--- src/common/sf_params.svh ---
// video timing, scroll decode and width constants; single 6 MHz pixel clock, no PROM timing
`ifndef SF_PARAMS_SVH
`define SF_PARAMS_SVH

// ==============================
// line and frame timing
// ==============================
`define SF_H_TOTAL       384   // pixel clocks per line
`define SF_V_TOTAL       264   // lines per frame
`define SF_H_ACT_START   14
`define SF_H_ACT_END     270   // 256 visible columns
`define SF_HSYNC_START   300
`define SF_HSYNC_END     332
`define SF_V_ACT_START   16
`define SF_V_ACT_END     240   // 224 visible lines
`define SF_VSYNC_START   248
`define SF_VSYNC_END     252

// scroll registers in the cpu memory map
`define SF_ADDR_HSCRL_LO 16'hE800
`define SF_ADDR_HSCRL_HI 16'hE801   // bit 8 taken from data bit 0
`define SF_ADDR_VSCRL    16'hE802

// widths
`define SF_HPIX_W        9
`define SF_VPIX_W        8
`define SF_CNT_W         9     // raw counters, both directions
`define SF_COLOUR_W      8
`define SF_RGB_W         12
`define SF_CPU_ADDR_W    16
`define SF_CPU_DATA_W    8
`define SF_PAL_DEPTH     256

`endif

--- src/common/sf_video_pkg.sv ---
// video-side types; widths come from sf_params.svh, rgb is 4 bits per gun only
`include "sf_params.svh"

package sf_video_pkg;

	// ==============================
	// pixel coordinates
	// ==============================

	// screen column as seen by the layer renderers
	typedef logic [`SF_HPIX_W-1:0] hpix_t;

	// screen line, low 8 bits of the line counter
	typedef logic [`SF_VPIX_W-1:0] vpix_t;

	// raw counters, before flip
	typedef logic [`SF_CNT_W-1:0] hcnt_t;
	typedef logic [`SF_CNT_W-1:0] vcnt_t;

	// ==============================
	// colour
	// ==============================

	// layer pixel code, doubles as palette index
	typedef logic [`SF_COLOUR_W-1:0] colour_code_t;

	// red 11:8, green 7:4, blue 3:0
	typedef logic [`SF_RGB_W-1:0] rgb_t;

endpackage

--- src/common/sf_bus_pkg.sv ---
// cpu bus types for the memory-mapped video registers; write strobes only, no read path
`include "sf_params.svh"

package sf_bus_pkg;

	// ==============================
	// main cpu bus
	// ==============================

	// full z80 address, decoded exactly
	typedef logic [`SF_CPU_ADDR_W-1:0] cpu_addr_t;

	// write data, one byte per strobe
	typedef logic [`SF_CPU_DATA_W-1:0] cpu_data_t;

	// the palette port reuses the video types for address and data,
	// so only the cpu side lives here

endpackage

--- src/design/video_timing/video_timing.sv ---
// flip is sampled once after reset release and held; changing it later needs a new reset
`include "sf_params.svh"

module video_timing (
	input  logic                pixel_clk,
	input  logic                RESET_n,
	input  logic                flip_i,
	output sf_video_pkg::hpix_t hpix_o,
	output sf_video_pkg::vpix_t vpix_o,
	output logic                hsync_o,
	output logic                vsync_o,
	output logic                hblank_o,
	output logic                vblank_o
);

	sf_video_pkg::hcnt_t hcnt;
	sf_video_pkg::hcnt_t hcnt_nxt;
	sf_video_pkg::vcnt_t vcnt;
	sf_video_pkg::vcnt_t vcnt_nxt;

	logic flip_q;
	logic flip_taken;   // flip already sampled
	logic flip_eff;

	// ==============================
	// counters
	// ==============================

	always_comb begin
		hcnt_nxt = hcnt + 1'b1;
		vcnt_nxt = vcnt;
		if (hcnt == `SF_H_TOTAL - 1) begin
			hcnt_nxt = '0;
			if (vcnt == `SF_V_TOTAL - 1) begin
				vcnt_nxt = '0;
			end else begin
				vcnt_nxt = vcnt + 1'b1;   // advance on line wrap
			end
		end
	end

	// screen flip, taken from the level input on the first clock out of reset
	always_ff @(posedge pixel_clk or negedge RESET_n) begin
		if (!RESET_n) begin
			flip_q     <= 1'b0;
			flip_taken <= 1'b0;
		end else if (!flip_taken) begin
			flip_q     <= flip_i;
			flip_taken <= 1'b1;
		end
	end

	// the very first step already follows the sampled value
	assign flip_eff = flip_taken ? flip_q : flip_i;

	// ==============================
	// registered outputs
	// ==============================

	// everything below is computed from the next count, so the
	// outputs move in the same cycle as the counters themselves
	always_ff @(posedge pixel_clk or negedge RESET_n) begin
		if (!RESET_n) begin
			hcnt     <= '0;
			vcnt     <= '0;
			hpix_o   <= '0;
			vpix_o   <= '0;
			hsync_o  <= 1'b0;
			vsync_o  <= 1'b0;
			hblank_o <= 1'b1;   // count 0 is outside the active window
			vblank_o <= 1'b1;
		end else begin
			hcnt <= hcnt_nxt;
			vcnt <= vcnt_nxt;

			hpix_o <= flip_eff ? sf_video_pkg::hpix_t'(`SF_H_TOTAL - 1) - hcnt_nxt
			                   : hcnt_nxt;
			vpix_o <= flip_eff ? ~vcnt_nxt[`SF_VPIX_W-1:0]
			                   : vcnt_nxt[`SF_VPIX_W-1:0];

			hsync_o  <= (hcnt_nxt >= `SF_HSYNC_START) && (hcnt_nxt < `SF_HSYNC_END);
			vsync_o  <= (vcnt_nxt >= `SF_VSYNC_START) && (vcnt_nxt < `SF_VSYNC_END);
			hblank_o <= (hcnt_nxt < `SF_H_ACT_START) || (hcnt_nxt >= `SF_H_ACT_END);
			vblank_o <= (vcnt_nxt < `SF_V_ACT_START) || (vcnt_nxt >= `SF_V_ACT_END);
		end
	end

	// counters never leave their range
	a_hcnt_range: assert property (
		@(posedge pixel_clk) disable iff (!RESET_n)
		hcnt < `SF_H_TOTAL
	);

	a_vcnt_range: assert property (
		@(posedge pixel_clk) disable iff (!RESET_n)
		vcnt < `SF_V_TOTAL
	);

endmodule

--- src/design/scroll_regs.sv ---
// write-only scroll registers, exact 16-bit decode; sums wrap at 512 and 256
`include "sf_params.svh"

module scroll_regs (
	input  logic                  pixel_clk,
	input  logic                  RESET_n,
	input  sf_bus_pkg::cpu_addr_t cpu_addr_i,
	input  sf_bus_pkg::cpu_data_t cpu_data_i,
	input  logic                  cpu_wr_i,
	input  sf_video_pkg::hpix_t   hpix_i,
	input  sf_video_pkg::vpix_t   vpix_i,
	output sf_video_pkg::hpix_t   hpix_scrl_o,
	output sf_video_pkg::vpix_t   vpix_scrl_o
);

	logic sel_hlo;
	logic sel_hhi;
	logic sel_v;

	sf_video_pkg::hpix_t hscroll;   // 9 bits, two write addresses
	sf_video_pkg::vpix_t vscroll;

	// ==============================
	// address decode
	// ==============================

	assign sel_hlo = cpu_wr_i && (cpu_addr_i == `SF_ADDR_HSCRL_LO);
	assign sel_hhi = cpu_wr_i && (cpu_addr_i == `SF_ADDR_HSCRL_HI);
	assign sel_v   = cpu_wr_i && (cpu_addr_i == `SF_ADDR_VSCRL);

	always_ff @(posedge pixel_clk or negedge RESET_n) begin
		if (!RESET_n) begin
			hscroll <= '0;
			vscroll <= '0;
		end else begin
			if (sel_hlo) begin
				hscroll[7:0] <= cpu_data_i;
			end
			if (sel_hhi) begin
				hscroll[8] <= cpu_data_i[0];   // only bit 0 is wired
			end
			if (sel_v) begin
				vscroll <= cpu_data_i;
			end
		end
	end

	// ==============================
	// scrolled coordinates
	// ==============================

	// one cycle behind the pixel counters, carry out dropped
	always_ff @(posedge pixel_clk or negedge RESET_n) begin
		if (!RESET_n) begin
			hpix_scrl_o <= '0;
			vpix_scrl_o <= '0;
		end else begin
			hpix_scrl_o <= hpix_i + hscroll;
			vpix_scrl_o <= vpix_i + vscroll;
		end
	end

	// decode must never select two registers for one strobe
	a_sel_onehot: assert property (
		@(posedge pixel_clk) disable iff (!RESET_n)
		$onehot0({sel_hlo, sel_hhi, sel_v})
	);

endmodule

--- src/design/colour_out/colour_mixer.sv ---
// two-stage pipe from layer codes to rgb; palette is loaded by the host, contents undefined until then
`include "sf_params.svh"

module colour_mixer (
	input  logic                       pixel_clk,
	input  logic                       RESET_n,
	input  sf_video_pkg::colour_code_t fg_px_i,
	input  sf_video_pkg::colour_code_t sp_px_i,
	input  sf_video_pkg::colour_code_t bg_px_i,
	input  logic                       blank_i,
	input  logic                       pal_wr_i,
	input  sf_video_pkg::colour_code_t pal_addr_i,
	input  sf_video_pkg::rgb_t         pal_data_i,
	output sf_video_pkg::rgb_t         rgb_o
);

	sf_video_pkg::colour_code_t code_sel;
	sf_video_pkg::colour_code_t code_q;
	logic                       blank_q;

	sf_video_pkg::rgb_t pal_mem [`SF_PAL_DEPTH];

	// ==============================
	// stage 1, layer priority
	// ==============================

	// foreground over sprites over background
	always_comb begin
		if (fg_px_i[1:0] != 2'b00) begin
			code_sel = fg_px_i;
		end else if (sp_px_i[3:0] != 4'h0) begin
			code_sel = sp_px_i;   // sprite pen 0 is transparent
		end else begin
			code_sel = bg_px_i;
		end
	end

	always_ff @(posedge pixel_clk) begin
		code_q <= code_sel;
	end

	always_ff @(posedge pixel_clk or negedge RESET_n) begin
		if (!RESET_n) begin
			blank_q <= 1'b1;
		end else begin
			blank_q <= blank_i;
		end
	end

	// ==============================
	// stage 2, palette lookup
	// ==============================

	// host write port, visible to lookups one cycle later
	always_ff @(posedge pixel_clk) begin
		if (pal_wr_i) begin
			pal_mem[pal_addr_i] <= pal_data_i;
		end
	end

	always_ff @(posedge pixel_clk or negedge RESET_n) begin
		if (!RESET_n) begin
			rgb_o <= '0;
		end else if (blank_q) begin
			rgb_o <= '0;   // black during blanking
		end else begin
			rgb_o <= pal_mem[code_q];
		end
	end

	// blank at the input must show up as black two pixels later
	a_blank_black: assert property (
		@(posedge pixel_clk) disable iff (!RESET_n)
		blank_i |-> ##2 (rgb_o == '0)
	);

endmodule

--- src/design/slapfight_video.sv ---
// video back end top; layer renderers are outside, their codes must match hpix_o of the same cycle
`include "sf_params.svh"

module slapfight_video (
	input  logic                       pixel_clk,
	input  logic                       RESET_n,
	input  logic                       flip_i,

	// cpu write strobe
	input  sf_bus_pkg::cpu_addr_t      cpu_addr_i,
	input  sf_bus_pkg::cpu_data_t      cpu_data_i,
	input  logic                       cpu_wr_i,

	// layer pixel codes
	input  sf_video_pkg::colour_code_t fg_px_i,
	input  sf_video_pkg::colour_code_t sp_px_i,
	input  sf_video_pkg::colour_code_t bg_px_i,

	// palette load port
	input  logic                       pal_wr_i,
	input  sf_video_pkg::colour_code_t pal_addr_i,
	input  sf_video_pkg::rgb_t         pal_data_i,

	output sf_video_pkg::hpix_t        hpix_o,
	output sf_video_pkg::vpix_t        vpix_o,
	output sf_video_pkg::hpix_t        hpix_scrl_o,
	output sf_video_pkg::vpix_t        vpix_scrl_o,
	output logic                       hsync_o,
	output logic                       vsync_o,
	output logic                       hblank_o,
	output logic                       vblank_o,
	output sf_video_pkg::rgb_t         rgb_o
);

	logic blank;

	// ==============================
	// timing and scroll
	// ==============================

	video_timing i_video_timing (
		.pixel_clk (pixel_clk),
		.RESET_n   (RESET_n),
		.flip_i    (flip_i),
		.hpix_o    (hpix_o),
		.vpix_o    (vpix_o),
		.hsync_o   (hsync_o),
		.vsync_o   (vsync_o),
		.hblank_o  (hblank_o),
		.vblank_o  (vblank_o)
	);

	scroll_regs i_scroll_regs (
		.pixel_clk   (pixel_clk),
		.RESET_n     (RESET_n),
		.cpu_addr_i  (cpu_addr_i),
		.cpu_data_i  (cpu_data_i),
		.cpu_wr_i    (cpu_wr_i),
		.hpix_i      (hpix_o),
		.vpix_i      (vpix_o),
		.hpix_scrl_o (hpix_scrl_o),
		.vpix_scrl_o (vpix_scrl_o)
	);

	assign blank = hblank_o | vblank_o;   // either direction blanks the pixel

	colour_mixer i_colour_mixer (
		.pixel_clk  (pixel_clk),
		.RESET_n    (RESET_n),
		.fg_px_i    (fg_px_i),
		.sp_px_i    (sp_px_i),
		.bg_px_i    (bg_px_i),
		.blank_i    (blank),
		.pal_wr_i   (pal_wr_i),
		.pal_addr_i (pal_addr_i),
		.pal_data_i (pal_data_i),
		.rgb_o      (rgb_o)
	);

endmodule

--- config.mk ---
export PLATFORM = sky130hd
export DESIGN_NAME = slapfight_video
export DESIGN_NICKNAME = d
export VERILOG_FILES = /design/src/common/sf_video_pkg.sv /design/src/common/sf_bus_pkg.sv /design/src/design/video_timing/video_timing.sv /design/src/design/scroll_regs.sv /design/src/design/colour_out/colour_mixer.sv /design/src/design/slapfight_video.sv
export VERILOG_INCLUDE_DIRS = /design/src /design/src/common
export SDC_FILE = /design/constraint.sdc
export NUM_CORES = 2
export LEC_CHECK = 0
export BUFFER_PORTS_ARGS = -buffer_cell sky130_fd_sc_hd__buf_2
export CORE_MARGIN = 2
export CORE_UTILIZATION = 40
export CTS_CLUSTER_DIAMETER = 150
export DETAILED_ROUTE_END_ITERATION = 12
export PLACE_DENSITY = 0.6
export SLEW_MARGIN = 20
export SYNTH_ARGS = -nofsm -noshare
export SYNTH_HDL_FRONTEND = slang
export SYNTH_SLANG_ARGS = --single-unit
--- constraint.sdc ---
create_clock -name pixel_clk -period 3.1 [get_ports pixel_clk]
set_input_delay 0.465 -clock pixel_clk [delete_from_list [all_inputs] [get_ports pixel_clk]]
set_output_delay 0.465 -clock pixel_clk [all_outputs]
set_load 0.005 [all_outputs]
---- After elaboration in Yosys (flattened, before gate mapping) ----
Memories as Yosys holds them, arrays and structs flattened. A register that Yosys moved wholly into a read port is not among the register bits.
Index checks and enable logic that the tools add are counted.
W data, S select, Z words.
operators by class
  add/sub/neg operators ................... 5
  $lt $le $gt $ge ......................... 8
  equal/unequal tests ..................... 5
  mux-type cells .......................... 11
  bitwise operators ....................... 2
  reduce and logical (&&, ||, !) cells .... 9
operators with widths
  cell                    count
  $eq A16 B16 Y1 const B  3
  $mux W9                 4
  $mux W8                 3
  $add A9 B1 Y9 const B   2
  $eq A9 B9 Y1 const B    2
  $ge A9 B8 Y1 const B    2
  $ge A9 B9 Y1 const B    2
  $mux W12                1
  $add A9 B9 Y9           1
  $lt A9 B4 Y1 const B    1
  $lt A9 B5 Y1 const B    1
  $lt A9 B8 Y1 const B    1
  $lt A9 B9 Y1 const B    1
  $sub A9 B9 Y9 const A   1
  $add A8 B8 Y8           1
  $not A8 Y8              1
  $logic_and A1 B1 Y1     5
  $reduce_bool A4 Y1      1
  $mux W1                 3
  $logic_or A1 B1 Y1      2
  $reduce_bool A2 Y1      1
  $or A1 B1 Y1            1
word-level totals
  register bits ........................... 88
  RAM bits ................................ 3,072
  input bits .............................. 73
  output and inout bits ................... 50
  memories ................................ 1
memory list
  memory                  words  bits a word  read ports  clocked after Yosys merged registers in  write ports  line                RTL
  i_colour_mixer.pal_mem  256    12           1           1                                        1            colour_mixer.sv:21  sf_video_pkg::rgb_t pal_mem [`SF_PAL_DEPTH];

---- Depth between registers and ports, before layout ----
  depth after elaboration ................. 5
  gate-level depth with buffers ........... 12
  gate-level depth less buffers ........... 9

---- By module ----
A second synthesis with hierarchy kept.
second synthesis, totals
  cells, all modules ...................... 5,959
  area, all modules ....................... 123,547.2 µm²
by module, submodules not included
  module           times used  cells an instance  area an instance (µm²)
  colour_mixer     1           5,640              119,826.2
  video_timing     1           179                1,974.4
  scroll_regs      1           139                1,740.4
  slapfight_video  1           1                  6.3

---- Worst setup path after synthesis ----
OpenSTA, ideal clock, no wires.
  path type ............................... input to register
  from .................................... input port pal_addr_i[3]
  to ...................................... memory i_colour_mixer.pal_mem[235][0] in the netlist's numbering, enable pin
  library setup time ...................... 0.380 ns
  arrival time ............................ 2.076 ns
  setup slack ............................. 0.644 ns
  cell stages on the path ................. 6
  cells stage by stage .................... clkbuf_1 -> nor2b_1 -> clkbuf_1 -> nand4_1 -> clkbuf_1 -> nor2_1
RTL lines
  item             line                   RTL
  start, declared  slapfight_video.sv:21  input sf_video_pkg::colour_code_t pal_addr_i,
  end, declared    colour_mixer.sv:21
Straight into the memory's write port.

==> results.json <==
{
  "outcome": "complete, but fails checks",
  "violations": "negative setup slack",
  "synth_flop_cell": "edfxtp_1",
  "critPathMaxStageDelay_ns": 0.46,
  "path_clk_slew_ns": 0.06,
  "vdd_ir_drop_max_uv": 511,
  "synth_most_common_cell": "edfxtp_1",
  "period_needed_ns": 3.10,
  "ios": 123,
  "drive_gt1_share_pct": 29.1,
  "power_density_nw_per_um2": 634,
  "root_buffer": "clkbuf_16",
  "max_freq_mhz": 322,
  "row_count": 204,
  "grt_antenna_before_repair": 24,
  "crit_fanout": 24,
  "synthDistinctLibCells": 87,
  "nets": 6816,
  "fin_area_um2": 145000,
  "grt_setup_unrepaired": "no",
  "crit_family": "simple AND/OR/NAND/NOR gates",
  "hold_violations": 0,
  "drt_iter0_markers": 7552,
  "num_vias": 63500,
  "clk_latency_ns": 0.95,
  "max-cap-violations": 0,
  "p_leak_nw": 48.2,
  "hold_start": "sp_px_i[4]",
  "placed_cells": 10500,
  "synth_nets": 5911,
  "ctsLongestPathBuffers": 4,
  "r2r-end": "i_colour_mixer.rgb_o[0]",
  "async_flop_share_pct": 2.75,
  "cts_num_sinks": 3167,
  "place_congestion": 0.885,
  "startpoint_type": "register",
  "portBuffers": 122,
  "cp_slowest_cell": "nor3_1",
  "worst_clock_skew_ns": 0.0788,
  "cts_buffers": 326,
  "postSynthAreaPerCell_um2": 21.3,
  "grt_overflow": 0,
  "grt_use_total_pct": 20.8,
  "placed_area_um2": 134000,
  "initial_core_util_pct": 40.1,
  "cts_tree": "built",
  "slew_violations": 0,
  "setup-violations-final": 1,
  "hp-class": "in2reg",
  "cp-end-kind": "register",
  "ant_nets": 0,
  "grt_max_degree": 117,
  "viasPerCell": 5.72,
  "fin_tns_setup_ns": -0.00273,
  "reg2reg_slack_ns": -0.003,
  "htreeDepth": 5,
  "synthTopCellsByArea": "edfxtp_1 (75%), mux4_2 (11%), mux2i_1 (2.7%), dfrtp_1 (1.7%), mux4_1 (1.3%)",
  "grt_pass1_wl_mm": 472,
  "ys_ff_latch": 3167,
  "synth_commonest_cells": "edfxtp_1 (3072), mux4_2 (593), mux2i_1 (330)",
  "drt-total-wl_mm": 331,
  "synth_area_um2": 124000,
  "ys_warn_count": 0,
  "drc": 0,
  "synth-edff-count": 3072,
  "finalWorstSetupSlack_ns": -0.00273,
  "area_growth_pct": 17.4,
  "die_h_um": 560,
  "die-area_um2": 313000,
  "cp_num_buf_inv": 4,
  "dr.pass1.iters": 6,
  "r2r_cells": 10,
  "core_area_um2": 308000,
  "wire_per_inst_um": 29.8,
  "hold_path_depth": 3,
  "syn_inst": 5815,
  "grt_pass1_vias": 63500,
  "path_cells": "buf_12 > buf_12 > buf_4 > or2_2 > o221ai_1 > a21oi_1 > nor3_1 > buf_4 > o2111ai_1 > o32ai_2",
  "arrival_ns": 3.96,
  "max_slew_margin_pct": 15.1,
  "tightest_slew_ns": 1.27,
  "netlist.area_leader.share_pct": 74.6,
  "dp_hpwl_mm": 214,
  "stdcell_count": 11100,
  "fp.dieW_um": 560,
  "synth_seq_area_share_pct": 76.5,
  "cp_data_required_time_ns": 3.95,
  "min_period_over_period_pct": 100,
  "path_class": "reg2reg",
  "synth_top_cell_by_area": "edfxtp_1"
}
[metrics by stage]
| step | worst slack (ns) | hold WS, ns | utilization (%) | total power, mW |
|---|---|---|---|---|
| floorplan | 0.644 | 0.169 | - | 51.1 |
| global placement | -0.500 | 0.476 | 43.5 | 54.1 |
| detailed placement | -0.574 | 0.485 | 43.5 | 54.2 |
| CTS | 0.00486 | 0.00153 | 47.1 | 92.6 |
| global route | 0.00319 | 0.0341 | 47.1 | 94.5 |
| finish | -0.00273 | 0.0453 | 47.1 | 91.9 |
[worst max-delay path by stage]
| stage | startpoint | end | slack [ns] | cells after the start |
|---|---|---|---|---|
| after floorplan | pal_addr_i[3] | i_colour_mixer.pal_mem[235][0] | 0.64 | 6 |
| after global placement | register | i_colour_mixer.rgb_o[2] | -0.50 | 11 |
| after detailed placement | register | i_colour_mixer.rgb_o[2] | -0.57 | 11 |
| after CTS | register | i_colour_mixer.rgb_o[7] | 0.005 | 7 |
| after global routing | register | i_colour_mixer.rgb_o[2] | 0.003 | 8 |
| final | register | i_colour_mixer.rgb_o[0] | -0.003 | 10 |
[layout make-up]
| class | instances | area [um2] |
|---|---|---|
| fill | 25300 | 163000 |
| sequential | 3167 | 94600 |
| multi-input combinational | 2283 | 26600 |
| clock buffer | 389 | 8440 |
| timing repair buffer | 915 | 8070 |
| tap | 4120 | 5150 |
| clock inverter | 198 | 2060 |
| inverter | 27 | 106 |
| antenna | 19 | 47.5 |
[flip-flops by register name (all words and copies together), names as in the netlist, named ones only]
signal / flops
i_scroll_regs.hpix_scrl_o: 9
i_video_timing.vcnt: 9
i_colour_mixer.blank_q: 1
i_video_timing.hsync_o: 1
i_video_timing.hblank_o: 1
i_scroll_regs.vpix_scrl_o: 8
i_colour_mixer.pal_mem: 3072
i_video_timing.hpix_o: 9
i_scroll_regs.vscroll: 8
i_video_timing.flip_q: 1
i_colour_mixer.rgb_o: 12
i_video_timing.hcnt: 8
i_video_timing.vpix_o: 8
i_video_timing.vblank_o: 1
i_scroll_regs.hscroll: 9
i_video_timing.vsync_o: 1
i_video_timing.flip_taken: 1
[layout by cell type, fill, tap and decap left out, drive strengths merged, types with 45 or more instances in the layout]
cell       n
a21oi     74
a22oi     67
buf      889
clkbuf   390
clkinv   148
dfrtp     84
edfxtp  3072
mux2i    330
mux4     653
nand2    120
nand3     55
nor2     297
o21ai     45
o221ai   147
o22ai     89
[timing repair]
item / CTS / global route
hold endpoints to repair: 183 / 0
gates resized for setup: 8 / 5
gates cloned: 0 / 0
setup buffers: 4 / 0
pin swaps: 1 / 1
setup endpoints to repair: 10 / 4
hold buffers: 25 / 0
[worst min-delay path: cells and delay by family]
kind / cells / cell delay (ns)
buffers and inverters: 1 / 0.09
AOI/OAI and AO/OA: 1 / 0.18
muxes: 1 / 0.11
[cell families after synthesis]
logic type | share of synthesized area, %
AOI/OAI and AO/OA | 3.52
xor gates and xnor gates | 0.269
adders and majority gates | 0.245
buffers and inverters | 2.07
DFF | 76.5
muxes | 15.1
other | 0.00303
and+or+nand+nor | 2.23
[power by group]
part,internal (mW),switching (mW),total (mW),leakage (nW)
Combinational,2.43,3.76,6.20,14.3
Sequential,47.1,0.0760,47.2,28.8
Clock,21.9,16.7,38.6,5.10
[per-layer routing]
metal  vias to the layer above  wire length [um]  GRT usage, %
met1                     34000            136000          29.1
met3                       485             26600          3.68
met2                      2782            157000          33.2
met4                         6             11000          6.29
met5                         -                39             0
li1                      26300                 -             -
(Power assumes the default switching activity.)
